===== src/verilog/riscvPkg.sv =====
package riscvPkg;

    // ------------------------------------------------------------------------
    // Basic widths
    // ------------------------------------------------------------------------
    typedef logic [31:0] word;
    typedef logic [4:0]  regAddr;

    // ------------------------------------------------------------------------
    // RV32I opcodes
    // ------------------------------------------------------------------------
    localparam logic [6:0] OPCODE_R     = 7'b0110011;
    localparam logic [6:0] OPCODE_I     = 7'b0010011;
    localparam logic [6:0] OPCODE_L     = 7'b0000011;
    localparam logic [6:0] OPCODE_S     = 7'b0100011;
    localparam logic [6:0] OPCODE_B     = 7'b1100011;
    localparam logic [6:0] OPCODE_JAL   = 7'b1101111;
    localparam logic [6:0] OPCODE_JALR  = 7'b1100111;
    localparam logic [6:0] OPCODE_LUI   = 7'b0110111;
    localparam logic [6:0] OPCODE_AUIPC = 7'b0010111;
    localparam logic [6:0] OPCODE_E     = 7'b1110011;

    // SYSTEM imm12 field tells ECALL from EBREAK
    localparam logic [11:0] INST_ECALL  = 12'h000;
    localparam logic [11:0] INST_EBREAK = 12'h001;

    // Console services, selected through a7
    localparam logic [11:0] EOP_PRINT_INT = 12'd1;
    localparam logic [11:0] EOP_READ_INT  = 12'd5;

    // Upper address bits of the I/O window
    localparam logic [23:0] IO_PREFIX = 24'hFFFFFC;

    // ALU operation class, controller to ALU
    localparam logic [1:0] CLASS_ADD   = 2'b00;
    localparam logic [1:0] CLASS_SUB   = 2'b01;
    localparam logic [1:0] CLASS_FUNCT = 2'b10;
    localparam logic [1:0] CLASS_PASSB = 2'b11;

    typedef enum logic [3:0] {
        ADD, SUB, AND, OR, XOR, SLT, SLL, SRL, SRA, PASSB
    } aluOp;

    // ------------------------------------------------------------------------
    // Datapath controls
    // ------------------------------------------------------------------------
    typedef struct packed {
        logic       branch;
        logic       jump;
        logic       jalr;
        logic [1:0] aluOpClass;
        logic       aluSrc;
        logic       memRead;
        logic       memWrite;
        logic       memToReg;
        logic       regWrite;
        logic       ioRead;
        logic       ioWrite;
        logic       eRead;
        logic       eWrite;
        logic       eBreak;
    } ctrlSignals;

    // One console word, either direction
    typedef struct packed {
        logic valid;
        word  data;
    } consoleBeat;

endpackage

===== src/verilog/regFile.sv =====
`timescale 1ns/1ps

module regFile import riscvPkg::*; (
    input  logic   clk,
    input  logic   rst,
    input  regAddr raddr1,
    input  regAddr raddr2,
    input  regAddr waddr,
    input  word    wdata,
    input  logic   we,
    output word    rdata1,
    output word    rdata2,
    output word    a7
);

    word regs [32];

    // Two async read ports
    assign rdata1 = regs[raddr1];
    assign rdata2 = regs[raddr2];

    // Service code tap for ECALL
    assign a7 = regs[17];

    always_ff @(posedge clk) begin
        if (rst) begin
            for (int i = 0; i < 32; i++) begin
                regs[i] <= '0;
            end
        end else if (we && waddr != '0) begin
            regs[waddr] <= wdata;
        end
    end

endmodule


===== config.mk =====
export PLATFORM = sky130hd
export DESIGN_NAME = regFile
export DESIGN_NICKNAME = d
export VERILOG_FILES = /design/src/verilog/riscvPkg.sv /design/src/verilog/regFile.sv
export SDC_FILE = /design/constraint.sdc
export NUM_CORES = 2
export LEC_CHECK = 0
export BUFFER_PORTS_ARGS = -buffer_cell sky130_fd_sc_hd__buf_2
export CAP_MARGIN = 5
export CORE_UTILIZATION = 23
export CTS_CLUSTER_DIAMETER = 40
export DETAILED_ROUTE_END_ITERATION = 16
export PLACE_DENSITY = 0.36
export SETUP_SLACK_MARGIN = 0.3
export SLEW_MARGIN = 20
export SYNTH_ARGS = -nofsm -noshare
export SYNTH_HDL_FRONTEND = slang
export SYNTH_SLANG_ARGS = --single-unit

===== constraint.sdc =====
create_clock -name clk -period 2.2 [get_ports clk]
set_input_delay 0.33 -clock clk [delete_from_list [all_inputs] [get_ports clk]]
set_output_delay 0.33 -clock clk [all_outputs]
set_load 0.02 [all_outputs]

==> results.cfg <==
[pwr]
pwr-share-seq = 0.357
power_density_nw_per_um2 = 870.0
pwr-share-comb = 0.119
switching_power_uw = 17400
power_leakage_uw = 0.02924
intPower_uw = 47560
ir_worst_vdd_uv = 722.6
pwr-share-clk = 0.524
p_sw_frac = 0.2679
power_uw = 64960

[die]
die-height_microns = 496.1
io_pins = 146
placementRows = 181
initial_core_util = 0.2310
coreArea_sq_um = 243000
die_w_microns = 496.1
die-area_sq_um = 246100

[job]
maxCapViolations = 0

[sta]
fmax_mhz = 368.7
min_period_ps = 2712
finalWorstSetupSlack_ps = -512.4
min_period_over_period = 1.233
slew_headroom = 0.5126
worst_pin_slew_ps = 731.2
finalHoldViolCount = 0
fin_hold_ws_ps = 79.87
setup_viol_count_final = 64
rsz0062_at_grt = yes
slew_violations = 0

[layout]
top_register = regs
layout-drive-gt1-share = 0.2366
layout.nets = 5138
fillers = 24289
largest_registers = regs: 1024 flops
multiInputGateArea_sq_um = 24530
fin_cells = 8503
areaGrowthSynthToFinish_pct = 32.98
largest_reg_flops = 1024
layout.area.seq_sq_um = 30750
fin_util = 0.3072

[global_routing]
grt_pass1_wl_microns = 341000
grt_pass1_vias = 40983
grt_max_degree = 64
antenna_found_initial = 32
grt_usage = 0.2001
gr-total-overflow = 0

[clocking]
htree_levels = 4
cts.sinks = 1024
cts_root_buffer = clkbuf_16
path_clk_slew_ps = 50
cts_buffers = 225
tritoncts = built
holdBufCountCts = 0
clock_path_buffers = 3

[critical_path]
startpoint_type = register
crit_fanout = 2
crit_path_end_kind = primary output
critPathKind = reg2out
critPathArrivalTime_ps = 2380
critPathLaunch = regs[0][12]$_SDFFCE_PN0P_
required_ps = 1870

[logic_synthesis]
synth.largest_area_cell = edfxtp_1
yosysTopAreaCellShare = 0.5477
synthFlopType = edfxtp_1
synth_edf_count = 1024
ys_ff_latch = 1024
synth_cell_type_count = 30
async_flop_share = 0
ys_seq_area_frac = 0.5477
synth_common_cells = edfxtp_1 (1024), mux2i_1 (1024), and2_1 (994)
synth_warnings = 0
postSynthCellCount = 4605
syn_avg_cell_area_sq_um = 12.19
synth_area_sq_um = 56140
synthTopCellsByArea = edfxtp_1 (55%), mux2i_1 (18%), and2_1 (11%)

[detailed_routing]
drt-total-wl_microns = 249700
via_per_inst = 4.704
avgRoutedWirePerCell_microns = 29.37
detail-route-antenna-nets = 0
vias = 39998
drtIter0Drc = 3181
first_pass_iters = 5
drc = 0

[hold_path]
min_from = wdata[19]
hold_path.class = in2reg

[placement]
place.gp.congestion = 0.8018
port_buffers = 145
pre_cts_ws_ps = -498.2
hpwlAfterDp_microns = 166500
dp.cells = 8049

[run_status]
status = finished with violations
violations = negative setup slack
-- stage by stage --
stage,setup TNS (ps),area [sq um]
global placement,-17120,65090
detailed placement,-17190,65090
finish,-24710,74660
global route,-31670,74620
CTS,-30490,74200
floorplan,0,56280
-- cell families (layout without fill, tap and decap cells) --
family / count (synthesis) / after routing / synth area share
flops: 1024 / 1024 / 0.5477
compound gates: 576 / 576 / 0.06989
other cells: 1 / 50 / 0.00006680
buf+inv: 446 / 1093 / 0.04306
simple gates: 1534 / 1534 / 0.1567
mux: 1024 / 1024 / 0.1826
-- final timing paths --
check	slack, ps	endpoint	cells after the start
setup / recovery	-510	rdata1[12]	7
hold / removal	80	regs[17][19]$_SDFFCE_PN0P_	2
-- per-layer routing --
metal,GRT usage,vias to the layer above,share of wire
met4,0.05038,2,0.022
li1,-,17959,-
met3,0.02550,310,0.042
met1,0.2737,20707,0.46
met2,0.3323,1020,0.48
met5,0,-,0.000044
-- final cells by class --
cell class / count / area share
diodes: 18 / 0.0006033
multi-input cells: 3166 / 0.3285
repair buffers: 671 / 0.1032
clock buffers: 257 / 0.07702
flip-flops and latches: 1024 / 0.4119
clock inverters: 165 / 0.02517
well taps: 3202 / 0.05366
-- power by group through the flow --
stage	clock, uW	combinational, uW	sequential [uW]
final	34000	7750	23200
after global routing	35400	8150	23300
after detailed placement	0	7190	23500
after global placement	0	7210	23500
after floorplan	0	3610	23400
after CTS	34600	7720	23200
-- placed cells by master (no fill, tap or decap), types with 4 or more instances in the layout --
cell type / Yosys / routed
diode_2: 0 / 18
inv_6: 0 / 15
buf_8: 0 / 4
clkinv_4: 0 / 15
a22oi_2: 0 / 11
clkinv_2: 0 / 38
bufinv_16: 0 / 26
nand3_1: 193 / 143
nand2_1: 195 / 193
or2_4: 0 / 7
buf_12: 0 / 193
buf_6: 46 / 102
nand2b_2: 0 / 4
nor2_4: 7 / 33
buf_2: 58 / 65
clkinv_8: 0 / 7
edfxtp_1: 1024 / 1024
or2_2: 33 / 26
nor2b_4: 0 / 4
nor3_1: 64 / 36
clkinvlp_4: 0 / 32
clkinv_16: 0 / 5
clkbuf_16: 0 / 225
mux2i_1: 1024 / 1020
nor3_2: 0 / 23
buf_4: 64 / 307
clkinv_1: 0 / 24
a31oi_2: 0 / 9
clkbuf_1: 203 / 32
and2_1: 994 / 992
nor3_4: 0 / 5
a22o_1: 128 / 128
nand3_4: 0 / 29
a22oi_1: 192 / 181
conb_1: 1 / 32
a31oi_1: 64 / 27
a31oi_4: 0 / 28
a21oi_1: 192 / 192
nand3_2: 1 / 22
-- worst max-delay path, stage by stage (launching register included) --
cell and delay, ps:
edfxtp_1 350, mux2i_1 80, a22o_1 230, nor3_1 270, buf_4 210, a31oi_1 50
nand3_1 130, buf_2 190
-- repair_timing --
action	CTS	global route
setup endpoints to repair	85	79
hold endpoints to repair	0	0
setup buffers	10	4
pin swaps	94	74
gates resized for setup	295	73
Note: power is estimated with default switching activity, not from simulation.
