==> src/verilog/riscvPkg.sv <==
package riscvPkg;

    // ------------------------------------------------------------------------
    // Basic widths
    // ------------------------------------------------------------------------
    typedef logic [31:0] word;
    typedef logic [4:0]  regAddr;

    // ------------------------------------------------------------------------
    // RV32I opcodes
    // ------------------------------------------------------------------------
    localparam logic [6:0] OPCODE_R     = 7'b0110011;
    localparam logic [6:0] OPCODE_I     = 7'b0010011;
    localparam logic [6:0] OPCODE_L     = 7'b0000011;
    localparam logic [6:0] OPCODE_S     = 7'b0100011;
    localparam logic [6:0] OPCODE_B     = 7'b1100011;
    localparam logic [6:0] OPCODE_JAL   = 7'b1101111;
    localparam logic [6:0] OPCODE_JALR  = 7'b1100111;
    localparam logic [6:0] OPCODE_LUI   = 7'b0110111;
    localparam logic [6:0] OPCODE_AUIPC = 7'b0010111;
    localparam logic [6:0] OPCODE_E     = 7'b1110011;

    // SYSTEM imm12 field tells ECALL from EBREAK
    localparam logic [11:0] INST_ECALL  = 12'h000;
    localparam logic [11:0] INST_EBREAK = 12'h001;

    // Console services, selected through a7
    localparam logic [11:0] EOP_PRINT_INT = 12'd1;
    localparam logic [11:0] EOP_READ_INT  = 12'd5;

    // Upper address bits of the I/O window
    localparam logic [23:0] IO_PREFIX = 24'hFFFFFC;

    // ALU operation class, controller to ALU
    localparam logic [1:0] CLASS_ADD   = 2'b00;
    localparam logic [1:0] CLASS_SUB   = 2'b01;
    localparam logic [1:0] CLASS_FUNCT = 2'b10;
    localparam logic [1:0] CLASS_PASSB = 2'b11;

    typedef enum logic [3:0] {
        ADD, SUB, AND, OR, XOR, SLT, SLL, SRL, SRA, PASSB
    } aluOp;

    // ------------------------------------------------------------------------
    // Datapath controls
    // ------------------------------------------------------------------------
    typedef struct packed {
        logic       branch;
        logic       jump;
        logic       jalr;
        logic [1:0] aluOpClass;
        logic       aluSrc;
        logic       memRead;
        logic       memWrite;
        logic       memToReg;
        logic       regWrite;
        logic       ioRead;
        logic       ioWrite;
        logic       eRead;
        logic       eWrite;
        logic       eBreak;
    } ctrlSignals;

    // One console word, either direction
    typedef struct packed {
        logic valid;
        word  data;
    } consoleBeat;

endpackage
==> src/verilog/controller.sv <==
`timescale 1ns/1ps

module controller import riscvPkg::*; (
    input  word        inst,
    input  word        aluResult,
    input  logic       zero,
    input  word        ecallCode,
    output ctrlSignals ctrl,
    output logic [11:0] ecallOp
);

    logic [6:0]  opcode;
    logic [11:0] imm12;
    logic        isLoad;
    logic        isStore;
    logic        ioHit;
    logic        isEcall;

    assign opcode  = inst[6:0];
    assign imm12   = inst[31:20];
    assign isLoad  = (opcode == OPCODE_L);
    assign isStore = (opcode == OPCODE_S);
    assign isEcall = (opcode == OPCODE_E) && (imm12 == INST_ECALL);

    // Address falls in the switch/LED window
    assign ioHit = (aluResult[31:8] == IO_PREFIX);

    always_comb begin
        ctrl = '0;

        // Control flow
        ctrl.branch = (opcode == OPCODE_B) && zero;
        ctrl.jump   = (opcode == OPCODE_JAL);
        ctrl.jalr   = (opcode == OPCODE_JALR);

        // ALU class
        if (isLoad || isStore || opcode == OPCODE_AUIPC || ctrl.jump || ctrl.jalr) begin
            ctrl.aluOpClass = CLASS_ADD;
        end else if (opcode == OPCODE_B) begin
            ctrl.aluOpClass = CLASS_SUB;
        end else if (opcode == OPCODE_LUI) begin
            ctrl.aluOpClass = CLASS_PASSB;
        end else begin
            ctrl.aluOpClass = CLASS_FUNCT;
        end

        ctrl.aluSrc = (opcode == OPCODE_I) || isLoad || isStore ||
                      (opcode == OPCODE_LUI) || (opcode == OPCODE_AUIPC);

        // RAM only outside the I/O window
        ctrl.memRead  = isLoad && !ioHit;
        ctrl.memWrite = isStore && !ioHit;
        ctrl.memToReg = isLoad;
        ctrl.ioRead   = isLoad && ioHit;
        ctrl.ioWrite  = isStore && ioHit;

        ctrl.regWrite = (opcode == OPCODE_R) || (opcode == OPCODE_I) || isLoad ||
                        (opcode == OPCODE_LUI) || (opcode == OPCODE_AUIPC) ||
                        ctrl.jump || ctrl.jalr;

        ctrl.eBreak = (opcode == OPCODE_E) && (imm12 == INST_EBREAK);

        // Console service picked by a7
        if (isEcall) begin
            case (ecallCode[11:0])
                EOP_PRINT_INT: ctrl.eWrite = 1'b1;
                EOP_READ_INT:  ctrl.eRead  = 1'b1;
                default:       ;
            endcase
        end
    end

    assign ecallOp = ecallCode[11:0];

endmodule

==> config.mk <==
export PLATFORM = sky130hd
export DESIGN_NAME = controller
export DESIGN_NICKNAME = d
export VERILOG_FILES = /design/src/verilog/riscvPkg.sv /design/src/verilog/controller.sv
export SDC_FILE = /design/constraint.sdc
export NUM_CORES = 1
export LEC_CHECK = 0
export ABC_AREA = 1
export BUFFER_PORTS_ARGS = -buffer_cell sky130_fd_sc_hd__buf_2
export CORE_MARGIN = 2
export CORE_UTILIZATION = 22
export DETAILED_ROUTE_END_ITERATION = 12
export MAX_ROUTING_LAYER = met4
export PLACE_DENSITY = 0.82
export SLEW_MARGIN = 20
export SYNTH_ARGS = -nofsm -noshare
export SYNTH_HDL_FRONTEND = slang
export SYNTH_SLANG_ARGS = --single-unit
export TNS_END_PERCENT = 20
==> constraint.sdc <==
create_clock -name vclk -period 0.83
set_input_delay 0.1245 -clock vclk [all_inputs]
set_output_delay 0.1245 -clock vclk [all_outputs]
set_load 0.005 [all_outputs]
==> impl_results.md <==
* Status: finished, violations left
* Violated checks: negative setup slack
* First-pass GRT wire length at 2.91 mm
* Layout cells sized above 1 at 70.7%
* Top cells by area, synth: nand2_1, buf_4, nor2_1
* Synth cell types at 16
* Die Area at approximately 0.0029 sq mm
* Fmax at 998 MHz
* DRT iter0 DRCs at 9
* Hold Path Class: input pin to output port
* Leakage power at just under 0.7 nW
* Most frequent cell after synthesis: nand2_1
* RSZ-0062 raised after global routing: yes
* Required time of the critical path at 0.71 ns
* Int Pwr at 0.237 mW
* Post-Syn Instances at 110
* Seq pwr share at 0%
* Placer Congestion at around 0.79
* 1st-pass router iterations at 4
* Nets@finish at 290
* Largest net degree at the start of global routing at 6
* PwrDens at 337 mW/mm^2
* Clk pwr share at 0%
* WP data arrival at roughly 0.9 ns
* ANT cells at 0
* GRT Residual Overflow at 0
* Sequential fraction of the synthesis area at 0%
* Placed cells at approximately 210
* Area of the multi-input gates at 517 sq um
* Syn Nets at 207
* Num ports at 124
* Vias in the first global route at 830
* Hold Fails Final Rpt at 0
* Top-area cell type share of the netlist area at a little over a fifth
* Period utilization at 121%
* DRT antenna net count at 0
* CP max FO at 4
* IO Port Bufs at 83
* Yosys top cell by area: nand2_1
* FF/Latch Area at 0 sq um
* Routed wire length at 2.16 mm
* Setup WS pre-CTS at -0.246 ns
* Fillers at 249
* Number of flip-flops and latches at 0
* Fin. max-slew vios at 0
* Critical Path Source Type: input pin
* Core ar. at 0.00225 sq mm
* Site Rows at 17
* Die width at 53.5 um
* Drc violations at 0
* Commonest cells post-synth: nand2_1, nor2_1, buf_4
* Critical path class: input pin to output port
* Final setup viols at 14
* Sw Ratio at 42.3%
* YS warnings at 0
* Setup TNS at -1.71 ns
* Switching power total at around 0.17 mW
* Drt wl/cell at slightly below 10 um
* Max-Slew Margin vs Limit at between 80% and 90%
* Max-cap violations at 0
* Die height at approximately 53 um
* Area growth, synth to finish at 127%
* CLK BUF at 0
* Routed vias/inst at between 4 and 5
* Finished Layout Cells at about 220
* GRT Resource Usage Total at 13.2%
* Initial antenna violation count at 0
* CP endpoint kind: output port
* Min Tclk post-route at 1.00 ns
* Least-Margin Pin Slew at ~0.2 ns
* Starting density of the core at about a quarter
* Post-CTS Hold Fix Bufs at 0
* Post-layout util at 54.1%
* Syn_area_per_cell at around 4.9 sq um
* VDD IR max at 0.189 mV
* Min setup slack post-route at -0.172 ns
* Vias at between 900 and 1000
* DP HPWL at 1.67 mm
* Combinational Power Share at 100.0%
* Post-synthesis cell area at 538 sq um
-- final cells by class --
type,instances,area share [%]
inverter,13,4.41
multi-input combinational,84,42.4
tap,28,2.87
timing repair buffer,94,50.3
-- path summary, 6_finish.rpt --
check	startpoint	endpoint	slack, ns	depth (start not counted)
worst max-delay path	inst[0]	ctrl[2]	-0.17	8
worst min-delay path	ecallCode[6]	ecallOp[6]	0.43	2
-- through the flow --
step	power (mW)	hold slack [ns]	area, sq um
CTS	0.351	0.431	1070
global placement	0.285	0.429	936
floorplan	0.125	0.329	538
global route	0.448	0.439	1220
finish	0.411	0.431	1220
detailed placement	0.290	0.431	936
-- routing by layer --
metal	vias up	share of wire [%]	GRT usage (%)
li1	492	-	-
met1	427	31	10.9
met2	51	60	31.7
met3	0	9.3	0.282
met4	0	0	0.427
met5	-	0	-
-- power by group through the flow --
stage / registers, mW / clock network, mW / logic (mW)
after floorplan: 0 / 0 / 0.125
after global placement: 0 / 0 / 0.285
final: 0 / 0 / 0.411
after CTS: 0 / 0 / 0.351
after detailed placement: 0 / 0 / 0.290
after global routing: 0 / 0 / 0.448
-- critical path, stage by stage --
cell and delay (ns):
buf_6 0.09, nand2_8 0.06, inv_4 0.06, nand3_2 0.11, nor2_4 0.13, nand3_2 0.08
nor2_1 0.11, buf_2 0.12
-- cells by family (layout without fill, tap and decap cells) --
| kind of cell | after synthesis | after routing | share of synthesized area, % |
|---|---|---|---|
| and+or+nand+nor | 81 | 81 | 69.3 |
| AOI/OAI and AO/OA | 3 | 3 | 3.49 |
| buffers and inverters | 26 | 107 | 27.2 |
-- placed cells by master, fill, tap and decap left out, types with 5 or more instances in the layout --
cell type	count
buf_6	14
nor2_1	17
nor2_2	7
buf_2	67
nand2_2	11
inv_1	8
nor2_4	7
nand3_2	5
nand2_1	20
buf_4	9
-- repair_timing --
item	in CTS	in global routing
pin swaps	12	21
gates resized for setup	27	33
buffers inserted	3	3
endpoints found under the setup margin	15	15
(Power assumes the default switching activity.)
