### config.mk
export PLATFORM = sky130hd
export DESIGN_NAME = ecallUnit
export DESIGN_NICKNAME = d
export VERILOG_FILES = /design/src/verilog/riscvPkg.sv /design/src/verilog/ecallUnit.sv
export SDC_FILE = /design/constraint.sdc
export NUM_CORES = 1
export LEC_CHECK = 0
export BUFFER_PORTS_ARGS = -buffer_cell sky130_fd_sc_hd__buf_2
export CELL_PAD_IN_SITES_DETAIL_PLACEMENT = 2
export CELL_PAD_IN_SITES_GLOBAL_PLACEMENT = 2
export CORE_MARGIN = 1.5
export CORE_UTILIZATION = 30
export CTS_CLUSTER_SIZE = 16
export DETAILED_ROUTE_END_ITERATION = 16
export GPL_TIMING_DRIVEN = 0
export MAX_ROUTING_LAYER = met4
export PLACE_DENSITY = 0.61
export RECOVER_POWER = 50
export SLEW_MARGIN = 20
export SYNTH_ARGS = -nofsm -noshare
export SYNTH_HDL_FRONTEND = slang
export SYNTH_SLANG_ARGS = --single-unit
### constraint.sdc
create_clock -name clk -period 2.4 [get_ports clk]
set_clock_uncertainty 0.1 [all_clocks]
set_input_delay 0.24 -clock clk [delete_from_list [all_inputs] [get_ports clk]]
set_output_delay 0.24 -clock clk [all_outputs]
set_load 0.01 [all_outputs]
### src/verilog/riscvPkg.sv
package riscvPkg;

    // ------------------------------------------------------------------------
    // Basic widths
    // ------------------------------------------------------------------------
    typedef logic [31:0] word;
    typedef logic [4:0]  regAddr;

    // ------------------------------------------------------------------------
    // RV32I opcodes
    // ------------------------------------------------------------------------
    localparam logic [6:0] OPCODE_R     = 7'b0110011;
    localparam logic [6:0] OPCODE_I     = 7'b0010011;
    localparam logic [6:0] OPCODE_L     = 7'b0000011;
    localparam logic [6:0] OPCODE_S     = 7'b0100011;
    localparam logic [6:0] OPCODE_B     = 7'b1100011;
    localparam logic [6:0] OPCODE_JAL   = 7'b1101111;
    localparam logic [6:0] OPCODE_JALR  = 7'b1100111;
    localparam logic [6:0] OPCODE_LUI   = 7'b0110111;
    localparam logic [6:0] OPCODE_AUIPC = 7'b0010111;
    localparam logic [6:0] OPCODE_E     = 7'b1110011;

    // SYSTEM imm12 field tells ECALL from EBREAK
    localparam logic [11:0] INST_ECALL  = 12'h000;
    localparam logic [11:0] INST_EBREAK = 12'h001;

    // Console services, selected through a7
    localparam logic [11:0] EOP_PRINT_INT = 12'd1;
    localparam logic [11:0] EOP_READ_INT  = 12'd5;

    // Upper address bits of the I/O window
    localparam logic [23:0] IO_PREFIX = 24'hFFFFFC;

    // ALU operation class, controller to ALU
    localparam logic [1:0] CLASS_ADD   = 2'b00;
    localparam logic [1:0] CLASS_SUB   = 2'b01;
    localparam logic [1:0] CLASS_FUNCT = 2'b10;
    localparam logic [1:0] CLASS_PASSB = 2'b11;

    typedef enum logic [3:0] {
        ADD, SUB, AND, OR, XOR, SLT, SLL, SRL, SRA, PASSB
    } aluOp;

    // ------------------------------------------------------------------------
    // Datapath controls
    // ------------------------------------------------------------------------
    typedef struct packed {
        logic       branch;
        logic       jump;
        logic       jalr;
        logic [1:0] aluOpClass;
        logic       aluSrc;
        logic       memRead;
        logic       memWrite;
        logic       memToReg;
        logic       regWrite;
        logic       ioRead;
        logic       ioWrite;
        logic       eRead;
        logic       eWrite;
        logic       eBreak;
    } ctrlSignals;

    // One console word, either direction
    typedef struct packed {
        logic valid;
        word  data;
    } consoleBeat;

endpackage
### src/verilog/ecallUnit.sv
`timescale 1ns/1ps

module ecallUnit import riscvPkg::*; #(
    parameter int CONSOLE_CREDITS = 4
) (
    input  logic       clk,
    input  logic       rst,
    input  logic       eRead,
    input  logic       eWrite,
    input  word        a0,
    input  logic       txCredit,
    input  consoleBeat rxBeat,
    output consoleBeat txBeat,
    output logic       rxCredit,
    output word        readValue,
    output logic       stall
);

    localparam int CW = $clog2(CONSOLE_CREDITS + 1);
    localparam int PW = $clog2(CONSOLE_CREDITS);

    logic [CW-1:0] txCount;
    logic [CW-1:0] rxCount;
    logic [PW-1:0] wrPtr;
    logic [PW-1:0] rdPtr;
    word           rxBuf [CONSOLE_CREDITS];
    logic          canSend;
    logic          send;
    logic          pop;

    // ------------------------------------------------------------------------
    // TX side
    // ------------------------------------------------------------------------
    // A credit returning this cycle is usable at once
    assign canSend = (txCount != '0) || txCredit;
    assign send    = eWrite && canSend;

    assign txBeat.valid = send;
    assign txBeat.data  = a0;

    always_ff @(posedge clk) begin
        if (rst) begin
            txCount <= CW'(CONSOLE_CREDITS);
        end else if (txCredit && !send && txCount != CW'(CONSOLE_CREDITS)) begin
            txCount <= txCount + 1'b1;
        end else if (send && !txCredit) begin
            txCount <= txCount - 1'b1;
        end
    end

    // ------------------------------------------------------------------------
    // RX side
    // ------------------------------------------------------------------------
    assign pop       = eRead && (rxCount != '0);
    assign rxCredit  = pop;
    assign readValue = rxBuf[rdPtr];

    always_ff @(posedge clk) begin
        if (rxBeat.valid) begin
            rxBuf[wrPtr] <= rxBeat.data;
        end
    end

    always_ff @(posedge clk) begin
        if (rst) begin
            wrPtr   <= '0;
            rdPtr   <= '0;
            rxCount <= '0;
        end else begin
            if (rxBeat.valid) begin
                wrPtr <= (wrPtr == PW'(CONSOLE_CREDITS - 1)) ? '0 : wrPtr + 1'b1;
            end
            if (pop) begin
                rdPtr <= (rdPtr == PW'(CONSOLE_CREDITS - 1)) ? '0 : rdPtr + 1'b1;
            end
            if (rxBeat.valid && !pop) begin
                rxCount <= rxCount + 1'b1;
            end else if (pop && !rxBeat.valid) begin
                rxCount <= rxCount - 1'b1;
            end
        end
    end

    // Hold the ECALL until its direction is ready
    assign stall = (eWrite && !canSend) || (eRead && rxCount == '0);

    // A returned credit never lands on a full count
    txCap: assert property (@(posedge clk) disable iff (rst)
        (txCredit && !send) |-> (txCount != CW'(CONSOLE_CREDITS)));

    // Host keeps its credit count
    rxNoOverflow: assert property (@(posedge clk) disable iff (rst)
        rxBeat.valid |-> (rxCount != CW'(CONSOLE_CREDITS)));

endmodule

==> impl_metrics.csv <==
group,metric,value,unit
min_path,holdPathStages,3,
sta,max_slew_margin,0.650,
cts,clockRootBuffer,"clkbuf_16",
floorplan,rows,49,
worst_setup_path,r2r-start,"txCount[1]$_SDFFE_PP0P_",
sta,period_minus_slack,2.22,ns
synth,synth.avg_cell_area,20.3,sq um
synth,yosysTopAreaCellShare,0.697,
drt,vias,3006,
drt,drt_iter0_markers,141,
cts,h-tree-depth,4,
placed_design,portBuffers,103,
synth,yosys_register_bits,140,
cells_and_area,areaGrowthSynthToFinish,32.2,%
synth,seq_area_frac_synth,0.740,
power_and_ir_drop,power.density,943,nW/um^2
placed_design,hpwlAfterDp,8180,um
synth,synthCells,272,
sta,fin_ws,0.175,ns
global_routing,grt_pass1_wl,19200,um
drt,drc,0,
synth,async_flop_share,0,
sta,setup_viol_count_final,0,
drt,viasPerCell,4.47,
flow_run,maxCapViolCount,0,
worst_setup_path,worstPathRequired,2.06,ns
sta,hold_viol,0,
cts,cts_made_buffers,17,
global_routing,track_usage,0.139,
synth,synthFlopType,"edfxtp_1",
cells_and_area,diodes,0,
worst_setup_path,crit_fanout,10,
sta,fmaxAchievable,449,MHz
global_routing,grt-ovfl-total,0,
floorplan,dieArea,19200,sq um
cells_and_area,drive_gt1_frac,0.334,
synth,synth_nets,350,
drt,antenna_left,0,
synth,synth_warnings,0,
worst_setup_path,crit_path_start_kind,"register",
sta,tns,0,ns
cells_and_area,fillers,1807,
cts,cts.sinks,140,
global_routing,grt_pass1_vias,3512,
min_path,hold_end,"wrPtr[1]$_SDFFE_PP0P_",
synth,yosysMostFrequentCell,"edfxtp_1",
worst_setup_path,r2r_slack,0.24,ns
floorplan,die_height,139,um
sta,worstMarginPinSlew,0.526,ns
drt,wl_per_cell,18.0,um
global_routing,grt_antenna_before_repair,0,
power_and_ir_drop,p_leak,2.55,nW
sta,whs,0.0875,ns
floorplan,fp.dieW,139,um
worst_setup_path,critical_path_class,"register to primary output",
outcome,status,"completed",
drt,wirelength,12100,um
cts,clk_pin_slew,0.06,ns
sta,fin_crit_sh,0.927,
synth,synth_top_area_cell,"edfxtp_1",
floorplan,start_util,0.306,
power_and_ir_drop,peakVddDrop,0.457,mV
global_routing,grt_max_degree,19,
floorplan,io_pins,137,
placed_design,gp_congestion,0.705,
cts,clkLatencyLatePin,0.41,ns
cts,clock_path_buffers,2,
min_path,worstHoldStart,"rxBeat[32]",
sta,rsz0062_at_grt,"no",
sta,slew_viol_final,0,
worst_setup_path,rr_worst_depth,7,
synth,synth-edff-count,128,
placed_design,dp_worst_setup_slack,-0.00104,ns
min_path,hold_path.class,"primary input to register",
cts,cts_tree,"built",
floorplan,coreArea,18000,sq um
worst_setup_path,timing.rr.end,"txCount[2]$_SDFFE_PP1P_",
synth,synth_common_cells,"128 x edfxtp_1, 36 x buf_4, 32 x mux4_2, 12 x dfxtp_1, 8 x nor2_1",
worst_setup_path,worstPathArrival,1.88,ns
cells_and_area,layout.nets,509,
worst_setup_path,endpoint_kind,"primary output",
synth,synth.cell_area,5520,sq um
drt,firstDrtPassIters,4,
synth,synth.area.top_cells,"edfxtp_1 70%, mux4_2 13%, buf_4 4.9%",
synth,synth_cell_types,29,
==> through the flow <==
step | instances | power, W | util | cell area, sq um
CTS | 671 | 0.00701 | 0.409 | 7370
detailed placement | 608 | 0.00425 | 0.357 | 6430
floorplan | 272 | 0.00375 | - | 5520
finish | 672 | 0.00688 | 0.405 | 7290
global placement | 604 | 0.00419 | 0.351 | 6320
global route | 672 | 0.00719 | 0.405 | 7290
==> critical path, stage by stage (launching register included) <==
cell     delay (ns)
dfxtp_1        0.30
buf_2          0.17
buf_4          0.28
mux4_2         0.56
buf_2          0.16
==> worst max-delay path by stage <==
stage,cells after the start,slack [ns],endpoint
after floorplan,7,0.29,rxCount[2]$_SDFFE_PP0P_
after global placement,2,-0.22,rxBuf[3][19]$_DFFE_PP_
after detailed placement,7,-0.001,rxCount[2]$_SDFFE_PP0P_
after CTS,4,0.11,readValue[23]
after global routing,4,0.05,readValue[2]
final,4,0.18,readValue[2]
==> what timing repair did <==
item | in CTS | in global routing
gates cloned | 0 | 0
endpoints found under the setup margin | 28 | 1
resized for setup | 4 | 0
hold buffers | 32 | 0
hold endpoints to repair | 128 | 0
buffers inserted | 0 | 1
pin swaps | 0 | 1
==> area by class of cell <==
| cell class | instances | area (sq um) | area share |
|---|---|---|---|
| plain buffers | 41 | 294 | 0.0403 |
| repair buffers | 140 | 870 | 0.119 |
| flip-flops and latches | 140 | 4080 | 0.560 |
| clock buffers | 17 | 425 | 0.0583 |
| inverters | 7 | 26.3 | 0.00360 |
| well taps | 229 | 287 | 0.0393 |
| multi-input cells | 84 | 1130 | 0.155 |
| clock inverters | 14 | 176 | 0.0242 |
==> kinds of logic (layout without fill, tap and decap cells) <==
| group | Yosys count | count (layout) | synth area share |
|---|---|---|---|
| flip-flops | 140 | 140 | 0.740 |
| buffers and inverters | 48 | 219 | 0.0574 |
| multiplexers | 36 | 36 | 0.138 |
| AND/OR/NAND/NOR | 27 | 27 | 0.0259 |
| AO/OA/AOI/OAI | 9 | 9 | 0.0113 |
| adder cells (fa/ha/maj) | 8 | 8 | 0.0209 |
| XOR/XNOR | 4 | 4 | 0.00635 |
==> sequential cells by signal (all words and copies together) (netlist names), named ones only <==
name,cells
rxBuf,128
txCount,3
rdPtr,2
rxCount,3
wrPtr,2
==> layout by cell type (no fill, tap or decap) <==
master,netlist,layout
fa_1,2,2
xnor2_1,1,1
clkbuf_1,1,66
a22o_1,1,1
o2111ai_1,1,1
dfxtp_1,12,12
o21ai_0,2,2
inv_1,7,7
clkinv_4,0,1
nor3b_1,1,1
o211ai_1,1,1
nor2_1,8,8
nand2_1,2,2
ha_1,6,6
nor3_1,3,3
nand3_1,2,2
o31ai_4,0,1
nand3b_1,1,1
clkbuf_16,0,17
inv_6,0,1
or3b_1,1,1
clkinvlp_4,0,1
buf_2,1,43
xor2_1,3,3
clkinv_1,0,3
buf_16,0,4
edfxtp_1,128,128
and2_2,0,4
mux2i_1,4,4
or3_1,4,4
dlygate4sd3_1,0,32
clkinv_2,0,4
a21oi_1,3,3
buf_4,36,36
bufinv_16,0,4
mux4_2,32,32
nor4_1,1,1
==> power breakdown <==
group,internal (W),switching (W),leakage [nW]
Combinational,0.000669,0.000647,0.984
Sequential,0.00280,0.0000812,1.27
Clock,0.00172,0.000963,0.295
Total,0.00519,0.00169,2.55
==> per-layer routing <==
layer | vias up | track usage | wire length [um]
li1 | 1366 | - | -
met1 | 1532 | 0.151 | 4870
met2 | 97 | 0.243 | 6550
met3 | 11 | 0.0366 | 474
met4 | 0 | 0.0510 | 176
met5 | - | - | 0
Power figures use the tool's default switching activity.
