$ cat src/verilog/riscvPkg.sv
package riscvPkg;

    // ------------------------------------------------------------------------
    // Basic widths
    // ------------------------------------------------------------------------
    typedef logic [31:0] word;
    typedef logic [4:0]  regAddr;

    // ------------------------------------------------------------------------
    // RV32I opcodes
    // ------------------------------------------------------------------------
    localparam logic [6:0] OPCODE_R     = 7'b0110011;
    localparam logic [6:0] OPCODE_I     = 7'b0010011;
    localparam logic [6:0] OPCODE_L     = 7'b0000011;
    localparam logic [6:0] OPCODE_S     = 7'b0100011;
    localparam logic [6:0] OPCODE_B     = 7'b1100011;
    localparam logic [6:0] OPCODE_JAL   = 7'b1101111;
    localparam logic [6:0] OPCODE_JALR  = 7'b1100111;
    localparam logic [6:0] OPCODE_LUI   = 7'b0110111;
    localparam logic [6:0] OPCODE_AUIPC = 7'b0010111;
    localparam logic [6:0] OPCODE_E     = 7'b1110011;

    // SYSTEM imm12 field tells ECALL from EBREAK
    localparam logic [11:0] INST_ECALL  = 12'h000;
    localparam logic [11:0] INST_EBREAK = 12'h001;

    // Console services, selected through a7
    localparam logic [11:0] EOP_PRINT_INT = 12'd1;
    localparam logic [11:0] EOP_READ_INT  = 12'd5;

    // Upper address bits of the I/O window
    localparam logic [23:0] IO_PREFIX = 24'hFFFFFC;

    // ALU operation class, controller to ALU
    localparam logic [1:0] CLASS_ADD   = 2'b00;
    localparam logic [1:0] CLASS_SUB   = 2'b01;
    localparam logic [1:0] CLASS_FUNCT = 2'b10;
    localparam logic [1:0] CLASS_PASSB = 2'b11;

    typedef enum logic [3:0] {
        ADD, SUB, AND, OR, XOR, SLT, SLL, SRL, SRA, PASSB
    } aluOp;

    // ------------------------------------------------------------------------
    // Datapath controls
    // ------------------------------------------------------------------------
    typedef struct packed {
        logic       branch;
        logic       jump;
        logic       jalr;
        logic [1:0] aluOpClass;
        logic       aluSrc;
        logic       memRead;
        logic       memWrite;
        logic       memToReg;
        logic       regWrite;
        logic       ioRead;
        logic       ioWrite;
        logic       eRead;
        logic       eWrite;
        logic       eBreak;
    } ctrlSignals;

    // One console word, either direction
    typedef struct packed {
        logic valid;
        word  data;
    } consoleBeat;

endpackage
$ cat src/verilog/alu.sv
`timescale 1ns/1ps

module alu import riscvPkg::*; (
    input  logic [1:0] aluOpClass,
    input  logic [2:0] funct3,
    input  logic       funct7b5,
    input  word        a,
    input  word        b,
    output word        result,
    output logic       zero
);

    aluOp op;

    // ------------------------------------------------------------------------
    // Operation select
    // ------------------------------------------------------------------------
    always_comb begin
        case (aluOpClass)
            CLASS_ADD:   op = ADD;
            CLASS_SUB:   op = SUB;
            CLASS_PASSB: op = PASSB;
            default: begin
                // funct7b5 arrives pre-qualified, so ADDI never subtracts
                case (funct3)
                    3'b000:  op = funct7b5 ? SUB : ADD;
                    3'b001:  op = SLL;
                    3'b010:  op = SLT;
                    3'b100:  op = XOR;
                    3'b101:  op = funct7b5 ? SRA : SRL;
                    3'b110:  op = OR;
                    3'b111:  op = AND;
                    default: op = ADD;
                endcase
            end
        endcase
    end

    // ------------------------------------------------------------------------
    // Compute
    // ------------------------------------------------------------------------
    always_comb begin
        case (op)
            ADD:     result = a + b;
            SUB:     result = a - b;
            AND:     result = a & b;
            OR:      result = a | b;
            XOR:     result = a ^ b;
            SLT:     result = {31'b0, $signed(a) < $signed(b)};
            SLL:     result = a << b[4:0];
            SRL:     result = a >> b[4:0];
            SRA:     result = word'($signed(a) >>> b[4:0]);
            PASSB:   result = b;
            default: result = '0;
        endcase
    end

    // BEQ taken on equal operands
    assign zero = (result == '0);

endmodule

$ cat config.mk
export PLATFORM = sky130hd
export DESIGN_NAME = alu
export DESIGN_NICKNAME = d
export VERILOG_FILES = /design/src/verilog/riscvPkg.sv /design/src/verilog/alu.sv
export SDC_FILE = /design/constraint.sdc
export NUM_CORES = 1
export LEC_CHECK = 0
export ABC_AREA = 1
export BUFFER_PORTS_ARGS = -buffer_cell sky130_fd_sc_hd__buf_4
export CORE_MARGIN = 2
export CORE_UTILIZATION = 55
export DETAILED_ROUTE_END_ITERATION = 16
export PLACE_DENSITY = 0.78
export SLEW_MARGIN = 10
export SYNTH_ARGS = -nofsm -noshare
export SYNTH_HDL_FRONTEND = slang
export SYNTH_SLANG_ARGS = --single-unit
$ cat constraint.sdc
create_clock -name vclk -period 3
set_input_delay 0.3 -clock vclk [all_inputs]
set_output_delay 0.3 -clock vclk [all_outputs]
set_load 0.01 [all_outputs]
==> results of run 1 <==
==> metrics by stage <==
step | TNS [ns] | hold WS (ns)
after floorplan | 0 | 0.838
after global placement | -0.270 | 1.17
after detailed placement | -0.362 | 1.16
after CTS | 0 | 1.16
after global routing | -0.362 | 1.23
final | -0.221 | 1.19
==> layout by cell type, fill, tap and decap left out, types with 5 or more instances in the layout <==
| cell type | count |
|---|---|
| o22ai_1 | 5 |
| buf_12 | 7 |
| ha_2 | 5 |
| nor2_2 | 37 |
| ha_1 | 68 |
| nand3_1 | 433 |
| xor2_1 | 9 |
| nor3_1 | 14 |
| nand3_2 | 23 |
| a21oi_2 | 12 |
| nand2_1 | 837 |
| a21oi_1 | 64 |
| inv_1 | 287 |
| nand2_4 | 11 |
| buf_4 | 490 |
| o21ai_0 | 41 |
| nand2_2 | 52 |
| nand4_1 | 40 |
| nor2_4 | 22 |
| ha_4 | 24 |
| o21ai_1 | 10 |
| clkinvlp_4 | 6 |
| nor2_1 | 243 |
| o211ai_1 | 5 |
| o21bai_1 | 5 |
| buf_6 | 10 |
| inv_2 | 38 |
==> metal layers <==
metal	wire (um)	vias to the layer above	global-route usage (%)
met4	6070	0	34.5
li1	-	8506	-
met2	25600	1864	80.7
met5	0	-	0
met3	9940	596	15.2
met1	21700	8330	64.6
==> area by class of cell <==
class,instances,area (um2),area share (%)
multi-input combinational,2000,10500,65.4
timing repair buffer,509,3960,24.6
inverter,332,1270,7.89
tap,270,338,2.10
antenna,1,2.50,0.0155
==> cell families (layout without fill, tap and decap cells) <==
family                   count (synthesis)  after routing  synth area share, %
other                                    0              1                    0
AND/OR/NAND/NOR                       1742           1742                 65.4
XOR/XNOR                                11             11                0.848
buffers and inverters                  442            841                 15.8
AO/OA/AOI/OAI                          148            148                 6.92
adder cells (fa/ha/maj)                 99             99                 11.0
==> where the power goes <==
group          internal, mW  switching [mW]
clock network  0.0000000448               0
registers                 0               0
logic                  1.39            2.13
total                  1.39            2.13
==> how the worst max path moves through the flow <==
stage | depth (start not counted) | slack, ns | start | endpoint
6_report | 21 | -0.22 | a[12] | zero
5_1_grt | 20 | -0.35 | funct3[1] | zero
4_1_cts | 21 | 0.0001 | a[12] | zero
3_5_place_dp | 21 | -0.31 | a[18] | zero
3_3_place_gp | 20 | -0.27 | a[21] | zero
2_1_floorplan | 21 | 0.002 | b[4] | zero
==> what timing repair did <==
| item | 4_1_cts | 5_1_grt |
|---|---|---|
| setup endpoints to repair | 5 | 6 |
| pin swaps | 19 | 62 |
| setup buffers | 5 | 14 |
| gates resized for setup | 103 | 176 |
==> summary.md, run 1 <==
| Metric | Value |
|---|---|
| Initial DRC count | `3345` |
| Top cell type's share of synthesized area | `about 29%` |
| Worst Min Path Start | `b[29]` |
| Crit-path cells | `buf_4 -> clkinvlp_4 -> ha_4 -> nand2_2 -> inv_1 -> nand2_1 -> buf_4 -> nor2_4 -> nand4_1 -> nand3_1 -> nand2_1 -> nand3_1 -> nand2_1 -> inv_1 -> nand2_1 -> nor2_2 -> nand2_2 -> nor2_1 -> nand2_1 -> nor2_2 -> buf_4` |
| Max Slew Vio Count | `0` |
| Pleak | `9.16 nW` |
| Vias in the first global route | `between 15000 and 20000` |
| Total power | `~3.5 mW` |
| Most Frequent Cell on Critical Path | `nand2_1` |
| Yosys warns | `0` |
| HPWL Detailed | `48600 um` |
| Via/cell ratio | `slightly above 6` |
| Seq Cell Count | `0` |
| Maximum clock rate | `about 310 MHz` |
| Tot GR Track Use | `between 50% and 60%` |
| Grt ovf | `0` |
| CP endpoint kind | `output port` |
| Syn avg cell area | `around 4.7 um2` |
| # clk buffers | `0` |
| Fin. Hold Viols | `0` |
| Fin util | `between 70% and 80%` |
| DRT antenna net count | `0` |
| WHS Path Cells | `7` |
| # IOs | `a little over 100` |
| Crit path buf inv count | `6` |
| Pre-Repair DR Iteration Count | `13` |
| Top cell type by total area after synthesis | `nand2_1` |
| DP Worst Slack | `-0.312 ns` |
| Peak supply drop | `approximately 0.12 mV` |
| FF/Latch Area | `0 um2` |
| Worst slew pin tran | `roughly 0.73 ns` |
| Max Cap Violations | `0` |
| Most frequent cell after synthesis | `nand2_1` |
| Initial antenna violation count | `1` |
| Rows | `52` |
| Library cells used by synthesis | `38` |
| Cell family with most CP delay | `simple AND/OR/NAND/NOR gates` |
| Placed inst area | `0.0149 mm2` |
| Layout cells sized above 1 | `between 20% and 30%` |
| Wire per inst | `a little over 20 um` |
| Initial Utilization | `56.1%` |
| Post-Syn Area | `0.0114 mm2` |
| Largest net degree at the start of global routing | `64` |
| Worst hold endpoint | `result[29]` |
| WL final | `between 60000 and 70000 um` |
| DRC violation count after routing | `0` |
| Hold Path Class | `input port to output port` |
| Synth cell count leaders | `nand2_1, nand3_1, inv_1, nor2_1, ha_1` |
| Post-placement cell count | `roughly 3100` |
| Final worst slack | `-0.221 ns` |
| CP Launch Type | `input port` |
| Core area | `slightly above 0.02 mm2` |
| CP Class | `input port to output port` |
| RSZ-0062 raised after global routing | `yes` |
| Post-route clock period utilization | `107%` |
| Die height | `148 um` |
| First-pass GRT wire length | `89800 um` |
| Final Setup Violations | `1` |
| Post-Synthesis Cells | `between 2000 and 2500` |
| Crit-path max FO | `5` |
| Final Critical Period | `3.22 ns` |
| Hold buffers post-CTS | `0` |
| DIE AREA | `around 0.022 mm2` |
| Status | `finished, violations left` |
| Worst EP required | `2.70 ns` |
| Finished Layout Cells | `between 3000 and 4000` |
| Final Wtd Congestion | `about 1.2` |
| CP max-delay cell | `ha_4` |
| PD cells | `between 200 and 250 mW/mm2` |
| Area contributors post-synth | `nand2_1, nand3_1, ha_1` |
| Vias | `between 15000 and 20000` |
| Failing checks | `negative setup slack` |
| Area delta synth->final | `41.8%` |
| Fillcell total | `1637` |
| Sequential-to-total area share from yosys stat | `0%` |
| CP max stage delay | `around 0.36 ns` |
| Post-Layout Inst Area | `0.0161 mm2` |
| Final nets | `between 3000 and 4000` |
| Slew headroom | `approximately 51%` |
| Syn nets | `2611` |
| Port bufs | `103` |
| Die width | `roughly 150 um` |
| Critical Path AT | `around 2.9 ns` |
(Power assumes the default switching activity.)
==> run 2: changes to the inputs <==
Settings changed: CORE_UTILIZATION 55 to 40, PLACE_DENSITY 0.78 to not set, SETUP_SLACK_MARGIN set to 0.5.
==> summary.md, run 2 (same netlist as run 1, synthesis figures left out) <==
| Metric | Value |
|---|---|
| Status | `finished, violations left` |
| Failing checks | `negative setup slack` |
| Most common cell after layout, fill and taps aside | `nand2_1` |
| Finished Layout Cells | `3355` |
| Pre-Repair DR Iteration Count | `6` |
| Initial DRC count | `between 2000 and 2500` |
| CP endpoint kind | `output port` |
| Final worst slack | `-0.118 ns` |
| # clk buffers | `0` |
| CP Class | `input port to output port` |
| Pleak | `10.5 nW` |
| Largest net degree at the start of global routing | `72` |
| Hold Path Class | `input port to output port` |
| P_int | `about 1.8 mW` |
| Fin. Hold Viols | `0` |
| Area of the multi-input gates | `about 0.012 mm2` |
| First-pass GRT wire length | `around 100000 um` |
| DIE AREA | `0.0298 mm2` |
| Most frequent cells in the layout | `nand2_1, buf_4, nand3_1` |
| Crit-path max FO | `6` |
| CP Launch Type | `input port` |
| # IOs | `about 100` |
| Gate power share | `100.0%` |
| Worst EP required | `approximately 2.7 ns` |
| PD cells | `roughly 220 mW/mm2` |
| Rows | `between 60 and 70` |
| Worst slew pin tran | `approximately 0.53 ns` |
| Layout cells sized above 1 | `a little over two fifths` |
| Post-route clock period utilization | `104%` |
| Final Wtd Congestion | `1.05` |
| Wire per inst | `~21 um` |
| Seq Cell Count | `0` |
| Worst Hold Slack | `approximately 1.2 ns` |
| Vias in the first global route | `about 17000` |
| RSZ-0062 raised after global routing | `yes` |
| Initial antenna violation count | `0` |
| Psw | `roughly 2.4 mW` |
| Final nets | `3148` |
| Die height | `about 170 um` |
| Max Cap Violations | `0` |
| Reg power frac | `0%` |
| Post-placement cell count | `3269` |
| Final antenna diode count | `0` |
| Final Setup Violations | `1` |
| Vias | `approximately 19000` |
| Critical Path AT | `around 2.8 ns` |
| WL final | `71300 um` |
| Maximum clock rate | `321 MHz` |
| DRC violation count after routing | `0` |
| Grt ovf | `0` |
| Final Critical Period | `a little over 3 ns` |
| HPWL Detailed | `54500 um` |
| Max Slew Vio Count | `0` |
| Slew headroom | `between 60% and 70%` |
| Clock Power Share | `0%` |
| Peak supply drop | `0.203 mV` |
| Core area | `0.0279 mm2` |
| FF/Latch Area | `0 um2` |
| DRT antenna net count | `0` |
| Tot GR Track Use | `43.2%` |
| DP Worst Slack | `-0.459 ns` |
| Fillcell total | `between 2000 and 3000` |
| Port bufs | `roughly 100` |
| Via/cell ratio | `5.74` |
| Initial Utilization | `between 40% and 50%` |
| Sw frac | `between 50 and 60%` |
| Die width | `173 um` |
| Area delta synth->final | `71.6%` |
## run 2: path summary, 6_finish.rpt
check / start / cells after the start / to
hold / removal: b[31] / 7 / result[31]
setup / recovery: a[6] / 21 / zero
## run 2: metal layers
| layer | GRT usage (%) | up-vias | share of wire [%] |
|---|---|---|---|
| met2 | 69.5 | 1248 | 44 |
| met3 | 4.22 | 289 | 10 |
| met1 | 57.4 | 8948 | 39 |
| met5 | 0 | - | 0 |
| met4 | 22.0 | 0 | 7.2 |
| li1 | - | 8786 | - |
## run 2: worst max-delay path, cell delays in order
cell and delay [ns]:
buf_8 0.08, clkinvlp_4 0.16, ha_4 0.33, buf_6 0.15
nor2_4 0.15, buf_6 0.13, nand2_4 0.06, nor2_4 0.13
nand2_2 0.08, nand3_4 0.09, nand2_1 0.06, nand2_1 0.07
nor2_2 0.05, nor2_4 0.13, nand3_2 0.12, nor2_1 0.13
nand2_1 0.05, nor2_1 0.15, nand2_2 0.14, nor2_2 0.13
buf_4 0.12
## run 2: area by class of cell
cell class | count | area share, %
multi-input cells | 2000 | 62.3
well taps | 378 | 2.43
repair buffers | 645 | 28.5
inverters | 332 | 6.78
## run 2: power groups by stage
stage                     combinational [mW]  sequential, mW  clock, mW
final                                   4.23               0          0
after global routing                    4.45               0          0
after CTS                               3.55               0          0
after detailed placement                3.23               0          0
after global placement                  3.21               0          0
after floorplan                         1.61               0          0
## run 2: through the flow
stage                     utilization, %  TNS, ns  cell area [um2]  total power, mW
after floorplan                        -        0            11600             1.61
after global placement              56.8   -0.473            15800             3.21
after detailed placement            56.8   -0.501            15800             3.23
after CTS                           61.8  -0.0458            17200             3.55
after global routing                69.9   -0.142            19500             4.45
final                               69.9   -0.118            19500             4.23
## run 2: what timing repair did
item	CTS	global route
setup buffers	24	56
pin swaps	55	130
gates resized for setup	302	496
hold buffers	0	0
setup endpoints to repair	33	33
cloned	3	3
