**src/verilog/riscvPkg.sv**
```systemverilog
package riscvPkg;

    // ------------------------------------------------------------------------
    // Basic widths
    // ------------------------------------------------------------------------
    typedef logic [31:0] word;
    typedef logic [4:0]  regAddr;

    // ------------------------------------------------------------------------
    // RV32I opcodes
    // ------------------------------------------------------------------------
    localparam logic [6:0] OPCODE_R     = 7'b0110011;
    localparam logic [6:0] OPCODE_I     = 7'b0010011;
    localparam logic [6:0] OPCODE_L     = 7'b0000011;
    localparam logic [6:0] OPCODE_S     = 7'b0100011;
    localparam logic [6:0] OPCODE_B     = 7'b1100011;
    localparam logic [6:0] OPCODE_JAL   = 7'b1101111;
    localparam logic [6:0] OPCODE_JALR  = 7'b1100111;
    localparam logic [6:0] OPCODE_LUI   = 7'b0110111;
    localparam logic [6:0] OPCODE_AUIPC = 7'b0010111;
    localparam logic [6:0] OPCODE_E     = 7'b1110011;

    // SYSTEM imm12 field tells ECALL from EBREAK
    localparam logic [11:0] INST_ECALL  = 12'h000;
    localparam logic [11:0] INST_EBREAK = 12'h001;

    // Console services, selected through a7
    localparam logic [11:0] EOP_PRINT_INT = 12'd1;
    localparam logic [11:0] EOP_READ_INT  = 12'd5;

    // Upper address bits of the I/O window
    localparam logic [23:0] IO_PREFIX = 24'hFFFFFC;

    // ALU operation class, controller to ALU
    localparam logic [1:0] CLASS_ADD   = 2'b00;
    localparam logic [1:0] CLASS_SUB   = 2'b01;
    localparam logic [1:0] CLASS_FUNCT = 2'b10;
    localparam logic [1:0] CLASS_PASSB = 2'b11;

    typedef enum logic [3:0] {
        ADD, SUB, AND, OR, XOR, SLT, SLL, SRL, SRA, PASSB
    } aluOp;

    // ------------------------------------------------------------------------
    // Datapath controls
    // ------------------------------------------------------------------------
    typedef struct packed {
        logic       branch;
        logic       jump;
        logic       jalr;
        logic [1:0] aluOpClass;
        logic       aluSrc;
        logic       memRead;
        logic       memWrite;
        logic       memToReg;
        logic       regWrite;
        logic       ioRead;
        logic       ioWrite;
        logic       eRead;
        logic       eWrite;
        logic       eBreak;
    } ctrlSignals;

    // One console word, either direction
    typedef struct packed {
        logic valid;
        word  data;
    } consoleBeat;

endpackage
```
**src/verilog/immGen.sv**
```systemverilog
`timescale 1ns/1ps

module immGen import riscvPkg::*; (
    input  word inst,
    output word imm
);

    logic [6:0] opcode;

    assign opcode = inst[6:0];

    always_comb begin
        case (opcode)
            // I format, also loads, JALR and SYSTEM
            OPCODE_I, OPCODE_L, OPCODE_JALR, OPCODE_E:
                imm = {{20{inst[31]}}, inst[31:20]};
            // S format
            OPCODE_S:
                imm = {{20{inst[31]}}, inst[31:25], inst[11:7]};
            // B format, halfword offset
            OPCODE_B:
                imm = {{19{inst[31]}}, inst[31], inst[7], inst[30:25], inst[11:8], 1'b0};
            // J format
            OPCODE_JAL:
                imm = {{11{inst[31]}}, inst[31], inst[19:12], inst[20], inst[30:21], 1'b0};
            // U format, upper 20 bits
            OPCODE_LUI, OPCODE_AUIPC:
                imm = {inst[31:12], 12'b0};
            // R format has no immediate
            default:
                imm = '0;
        endcase
    end

endmodule

```
**config.mk**
```make
export PLATFORM = sky130hd
export DESIGN_NAME = immGen
export DESIGN_NICKNAME = d
export VERILOG_FILES = /design/src/verilog/riscvPkg.sv /design/src/verilog/immGen.sv
export SDC_FILE = /design/constraint.sdc
export NUM_CORES = 1
export LEC_CHECK = 0
export ABC_AREA = 1
export BUFFER_PORTS_ARGS = -buffer_cell sky130_fd_sc_hd__buf_2
export CORE_MARGIN = 2
export CORE_UTILIZATION = 42
export DETAILED_ROUTE_END_ITERATION = 10
export GPL_ROUTABILITY_DRIVEN = 0
export MAX_ROUTING_LAYER = met4
export PLACE_DENSITY = 0.95
export SYNTH_ARGS = -nofsm -noshare
export SYNTH_HDL_FRONTEND = slang
export SYNTH_SLANG_ARGS = --single-unit
```
**constraint.sdc**
```tcl
create_clock -name vclk -period 1.2
set_input_delay 0.18 -clock vclk [all_inputs]
set_output_delay 0.18 -clock vclk [all_outputs]
set_load 0.005 [all_outputs]
```
==> reports/results.tsv, run 1 <==
metric	value	unit
final slew viol count	0	
Post-DRT Antenna Nets	0	
HP Start	inst[13]	
Logic pwr share	100.0	%
sequential share of power	0	%
final net count	275	
Core ar.	1750	um2
most frequent cells in the layout	nand2_1 (52), buf_2 (51), nand3_1 (21)	
maximum operating frequency	691	MHz
Initial Util	45.2	%
Area contributors post-synth	nand2_1 (35%), nand3_1 (18%), inv_1 (9.0%)	
cell-internal power	133	uW
remaining global-route overflow	0	
Switch Pwr	183	uW
Startpoint Class	primary input	
# IOs	64	
crit-path max cell delay	0.16	ns
CP Capture Type	output port	
Total GRT Usage	29.1	%
Die ar.	2240	um2
initial drt markers	130	
via count	1508	
total negative slack	-5.59	ns
Static Leakage	1.03	nW
Non-Filler Instances	266	
row count	15	
most common cell after layout, fill and taps aside	nand2_1	
Synth-to-Final Area Change	94.3	%
top cell type's share of synthesized area	34.7	%
synth unique cells	15	
Setup Crit Path Kind	primary input to output port	
final hold vios	0	
DRC violations left	0	
Max Fanout on Critical Path	8	
Die X	47.4	um
Synth area leader	nand2_1	
Critical Path RT	1.02	ns
largest net degree at the start of global routing	15	
Inst Count DP	259	
number of inserted diodes	0	
Pwr Density	206	nW/um2
hold_ws	0.648	ns
Die Ht	47.4	um
via/cell ratio	5.67	
Post-Syn Area	790	um2
Fillers	96	
Final setup viols	32	
first-pass GRT wire length	4670	um
register area share after synthesis	0	%
crit share post-route	121	%
routed wire length	4480	um
Worst-Margin Slew	0.488	ns
clock buffer count	0	
Worst Setup SP	inst[4]	
switch share	57.9	%
DRT Pass-1 Iters	4	
PnR worst setup slack	-0.247	ns
status	finished with violations	
final core utilization	87.9	%
initial antenna violation count	0	
number of max-cap violations	0	
layout cells sized above 1	56.8	%
violated checks	negative setup slack	
IR drop worst, VDD	0.244	mV
Hold WC Path Type	primary input to output port	
post-DP HPWL	1960	um
Synth Warn #	0	
Post-Syn Instances	165	
Min Clock Period, post-route	1.45	ns
Multi-input gate area	873	um2
Hold-fix buffers, CTS	0	
DR WL/cell	16.8	um
Critical Path, Cell by Cell	buf_8, inv_4, nand2_4, nor2_4, buf_6, nand2_4, nand2_4, nand2_1, nand2_2, buf_6	
clock power share	0	%
slew margin rel.	67.5	%
Power Total	316	uW
Mapped Avg Cell Area	4.78	um2
Syn Nets	197	
RSZ-0062 raised after global routing	yes	
FF+latch count	0	
cell mode on critical path	nand2_4	
Port-buffer cells	64	
vias in the first global route	1103	
FF/Latch Area	0	um2
WP data arrival	1.27	ns
Slowest-stage cell, CP	nor2_4	
[per-layer routing]
| layer | wire [um] | GRT usage [%] | vias up |
|---|---|---|---|
| met5 | 0 | - | - |
| met4 | 266 | 4.44 | 0 |
| met3 | 660 | 3.85 | 40 |
| met2 | 2010 | 51.9 | 157 |
| met1 | 1540 | 34.8 | 648 |
| li1 | - | - | 663 |
[kinds of logic after synthesis]
family / Yosys count / share of synthesized area (%)
compound gates: 6 / 5.70
buf+inv: 29 / 18.1
simple gates: 130 / 76.2
[worst max-delay path, delay by kind of cell]
family                 cells  cell delay [ns]
buffers and inverters      4             0.40
and+or+nand+nor            6             0.68
[area by class of cell]
type | instances | area share [%]
inverters | 24 | 6.53
multi-input cells | 140 | 56.9
well taps | 25 | 2.04
repair buffers | 77 | 34.5
[through the flow]
stage,setup slack (ns),area (um2)
2_1_floorplan,0.0833,790
3_3_place_gp,-0.136,1160
3_5_place_dp,-0.164,1160
4_1_cts,-0.131,1350
5_1_grt,-0.277,1530
6_report,-0.247,1530
[power by group through the flow]
stage	combinational (mW)	clock (mW)	sequential (mW)
after detailed placement	0.203	0	0
after floorplan	0.0881	0	0
after global placement	0.198	0	0
final	0.316	0	0
after CTS	0.247	0	0
after global routing	0.330	0	0
[cells in the mapped netlist]
cell type and instances:
nand2_1 73, nand3_4 1, nor2_4 2, o21ai_0 2
nor2_2 3, buf_4 1, o21ai_2 4, nand2_4 2
nor2_1 13, nand2_2 6, inv_2 5, nand3_2 2
buf_6 4, inv_1 19, nand3_1 28
[final timing paths]
check	end	cells past startpoint
setup / recovery	imm[19]	10
hold / removal	imm[13]	4
[repair_timing]
| item | 4_1_cts | 5_1_grt |
|---|---|---|
| pin swaps | 18 | 27 |
| resized for setup | 30 | 44 |
| cloned | 4 | 0 |
| setup endpoints to repair | 32 | 32 |
| setup buffers | 3 | 0 |
Power figures use the tool's default switching activity.
==> inputs of run 2 (changes only) <==
- CELL_PAD_IN_SITES_DETAIL_PLACEMENT: not set -> 0
- CELL_PAD_IN_SITES_GLOBAL_PLACEMENT: not set -> 2
- CORE_UTILIZATION: 42 -> 17
==> reports/results.tsv, run 2 (synthesis results as in run 1) <==
metric	value	unit
vias in the first global route	1209	
DRC violations left	0	
Max Fanout on Critical Path	5	
DR WL/cell	11.2	um
row count	24	
routed wire length	3330	um
Power Total	302	uW
Core ar.	4410	um2
initial drt markers	26	
maximum operating frequency	716	MHz
Port-buffer cells	64	
Hold WC Path Type	primary input to output port	
Non-Filler Instances	297	
DRT Pass-1 Iters	4	
IR drop worst, VDD	0.0697	mV
Setup Crit Path Kind	primary input to output port	
Static Leakage	1.04	nW
Multi-input gate area	908	um2
Synth-to-Final Area Change	107	%
Final setup viols	32	
Total GRT Usage	12.6	%
Slowest-stage cell, CP	nor2_4	
hold_ws	0.622	ns
# IOs	64	
Critical Path, Cell by Cell	buf_8, inv_6, nand2_4, nor2_4, nand2_2, nand3_4, nand2_4, nand2_1, buf_2	
RSZ-0062 raised after global routing	yes	
Die ar.	5210	um2
CP Capture Type	output port	
cell mode on critical path	nand2_4	
final slew viol count	0	
Min Clock Period, post-route	1.40	ns
largest net degree at the start of global routing	16	
Inst Count DP	290	
Post-DRT Antenna Nets	0	
first-pass GRT wire length	5330	um
via/cell ratio	4.20	
Worst-Margin Slew	0.283	ns
crit-path max cell delay	0.25	ns
Critical Path RT	1.02	ns
remaining global-route overflow	0	
FF+latch count	0	
Die X	72.2	um
post-DP HPWL	2290	um
FF/Latch Area	0	um2
total negative slack	-5.36	ns
slew margin rel.	81.1	%
layout cells sized above 1	60.4	%
clock buffer count	0	
number of inserted diodes	0	
violated checks	negative setup slack	
PnR worst setup slack	-0.197	ns
most common cell after layout, fill and taps aside	buf_2	
most frequent cells in the layout	buf_2 (56), nand2_1 (53), nand3_1 (20)	
Pwr Density	185	nW/um2
via count	1246	
final net count	279	
crit share post-route	116	%
initial antenna violation count	0	
final core utilization	37.0	%
status	finished with violations	
number of max-cap violations	0	
Die Ht	72.2	um
Fillers	487	
Initial Util	17.9	%
Startpoint Class	primary input	
WP data arrival	1.22	ns
final hold vios	0	
==> run 2: changes by cell type in the layout (fill, tap and decap cells not counted), moves of 4 or more <==
cell | previous run | this run
buf_4 | 8 | 13
buf_6 | 15 | 8
nor2_2 | 0 | 4
buf_2 | 51 | 56
nor2_1 | 13 | 8
==> run 2: timing repair <==
action / in CTS / in global routing
setup endpoints to repair: 32 / 32
resized for setup: 27 / 53
hold buffers: 0 / 0
cloned: 3 / 1
buffers inserted: 1 / 2
pin swaps: 15 / 18
==> run 2: worst max-delay path, delay by kind of cell <==
family	cells	cell delay, ns
AND/OR/NAND/NOR	6	0.77
buffers and inverters	3	0.25
==> run 2: path summary, 6_finish.rpt <==
path	start	end	depth (start not counted)
worst min-delay path	inst[16]	imm[16]	4
worst max-delay path	inst[3]	imm[13]	9
==> run 2: metrics by stage <==
| stage | setup WS, ns | area (um2) |
|---|---|---|
| floorplan | 0.0833 | 790 |
| global placement | -0.189 | 1230 |
| detailed placement | -0.198 | 1230 |
| CTS | -0.122 | 1400 |
| global route | -0.263 | 1630 |
| finish | -0.197 | 1630 |
==> run 2: per-layer routing <==
metal | part of all wire [%] | vias to the layer above | track usage, %
met3 | 5.7 | 0 | 1.39
met1 | 42 | 537 | 14.0
met5 | 0 | - | -
met4 | 0 | 0 | 0
li1 | - | 674 | -
met2 | 52 | 35 | 25.2
==> run 2: final cells by class <==
class | instances | area share [%]
multi-input combinational | 139 | 55.7
tap | 52 | 3.99
inverter | 24 | 6.13
timing repair buffer | 82 | 34.2
==> run 2: power breakdown <==
part           switching (mW)  total, mW  internal (mW)
registers                   0          0              0
clock network               0          0              0
logic                   0.166      0.302          0.136
==> inputs of run 3 (changes only) <==
- SKIP_LAST_GASP: not set -> 1
- SLEW_MARGIN: not set -> 25
==> reports/results.tsv, run 3 (synthesis results as in run 1) <==
metric	value	unit
cell mode on critical path	nand2_4	
switch share	54.8	%
final hold vios	0	
HP Start	inst[16]	
Initial Util	17.9	%
status	finished with violations	
Pwr Density	185	nW/um2
IR drop worst, VDD	0.0694	mV
final net count	279	
Die X	72.2	um
Total GRT Usage	12.6	%
Power Total	296	uW
Worst-Margin Slew	0.282	ns
Critical Path, Cell by Cell	buf_8, inv_6, nand2_4, nor2_4, nand2_2, nand3_4, nand2_4, nand2_1, buf_2	
number of inserted diodes	0	
Die ar.	5210	um2
number of max-cap violations	0	
remaining global-route overflow	0	
DR WL/cell	11.0	um
Post-DRT Antenna Nets	0	
FF/Latch Area	0	um2
routed wire length	3260	um
clock buffer count	0	
RSZ-0062 raised after global routing	yes	
final slew viol count	0	
DRT Pass-1 Iters	4	
Hold WC Path Type	primary input to output port	
maximum operating frequency	717	MHz
Max Fanout on Critical Path	5	
largest net degree at the start of global routing	16	
slew margin rel.	81.2	%
Die Ht	72.2	um
initial antenna violation count	0	
Port-buffer cells	64	
WP data arrival	1.22	ns
first-pass GRT wire length	5330	um
Critical Path RT	1.02	ns
DRC violations left	0	
WHS Endpoint	imm[16]	
worst hold path stage count	4	
Synth-to-Final Area Change	102	%
Slowest-stage cell, CP	nor2_4	
most frequent cells in the layout	nand2_1 (58), buf_2 (58), nand3_1 (22)	
Core ar.	4410	um2
Logic pwr share	100.0	%
Final setup viols	32	
Min Clock Period, post-route	1.40	ns
layout cells sized above 1	57.6	%
PnR worst setup slack	-0.196	ns
Switch Pwr	162	uW
Startpoint Class	primary input	
sequential share of power	0	%
CP Capture Type	output port	
delay-heaviest family, CP	simple AND/OR/NAND/NOR gates	
crit-path max cell delay	0.25	ns
clock power share	0	%
# IOs	64	
crit share post-route	116	%
DP Area	1230	um2
Setup Crit Path Kind	primary input to output port	
CP Buf/Inv Count	3	
violated checks	negative setup slack	
post-DP HPWL	2290	um
final core utilization	36.2	%
FF+latch count	0	
cell-internal power	134	uW
Fillers	489	
Static Leakage	1.04	nW
pre-CTS setup slack	-0.198	ns
via count	1248	
design area	1600	um2
via/cell ratio	4.20	
vias in the first global route	1209	
row count	24	
total negative slack	-5.24	ns
initial drt markers	33	
run 3: changes by cell type in the layout (fill, tap and decap cells not counted):
cell,change
nand2_2,-5
nand3_2,-2
buf_2,+2
buf_6,-2
nand3_1,+2
nand2_1,+5
run 3: final cells by class:
| type | instances | area, um2 | share of cell area (%) |
|---|---|---|---|
| multi-input cells | 139 | 886 | 55.5 |
| repair buffers | 82 | 546 | 34.2 |
| inverters | 24 | 100 | 6.27 |
| well taps | 52 | 65.1 | 4.08 |
run 3: timing repair:
item,CTS,global route
buffers inserted,1,2
gates resized for setup,27,44
hold buffers,0,0
endpoints found under the hold margin,0,0
endpoints found under the setup margin,32,32
pin swaps,15,18
cloned,3,1
run 3: worst max path at each step:
stage,from,endpoint,slack (ns),cells after the start
finish,inst[3],imm[13],-0.20,9
global route,inst[2],imm[23],-0.26,9
detailed placement,inst[4],imm[5],-0.20,10
global placement,inst[3],imm[0],-0.19,10
CTS,inst[3],imm[13],-0.12,9
floorplan,inst[4],imm[30],0.08,9
run 3: per-layer routing:
layer,up-vias,global-route usage [%],wire length (um)
met3,0,1.39,203
met2,35,25.2,1690
li1,673,-,-
met4,0,0,0
met1,540,14.0,1370
met5,-,-,0
run 3: through the flow:
step / hold WS, ns / cells
floorplan: 0.451 / 165
global placement: 0.620 / 290
detailed placement: 0.625 / 290
CTS: 0.625 / 294
global route: 0.637 / 297
finish: 0.622 / 297
run 3: power by group through the flow:
stage,combinational (mW),clock [mW],sequential (mW)
6_report,0.296,0,0
5_1_grt,0.326,0,0
4_1_cts,0.260,0,0
3_5_place_dp,0.215,0,0
3_3_place_gp,0.214,0,0
2_1_floorplan,0.0881,0,0
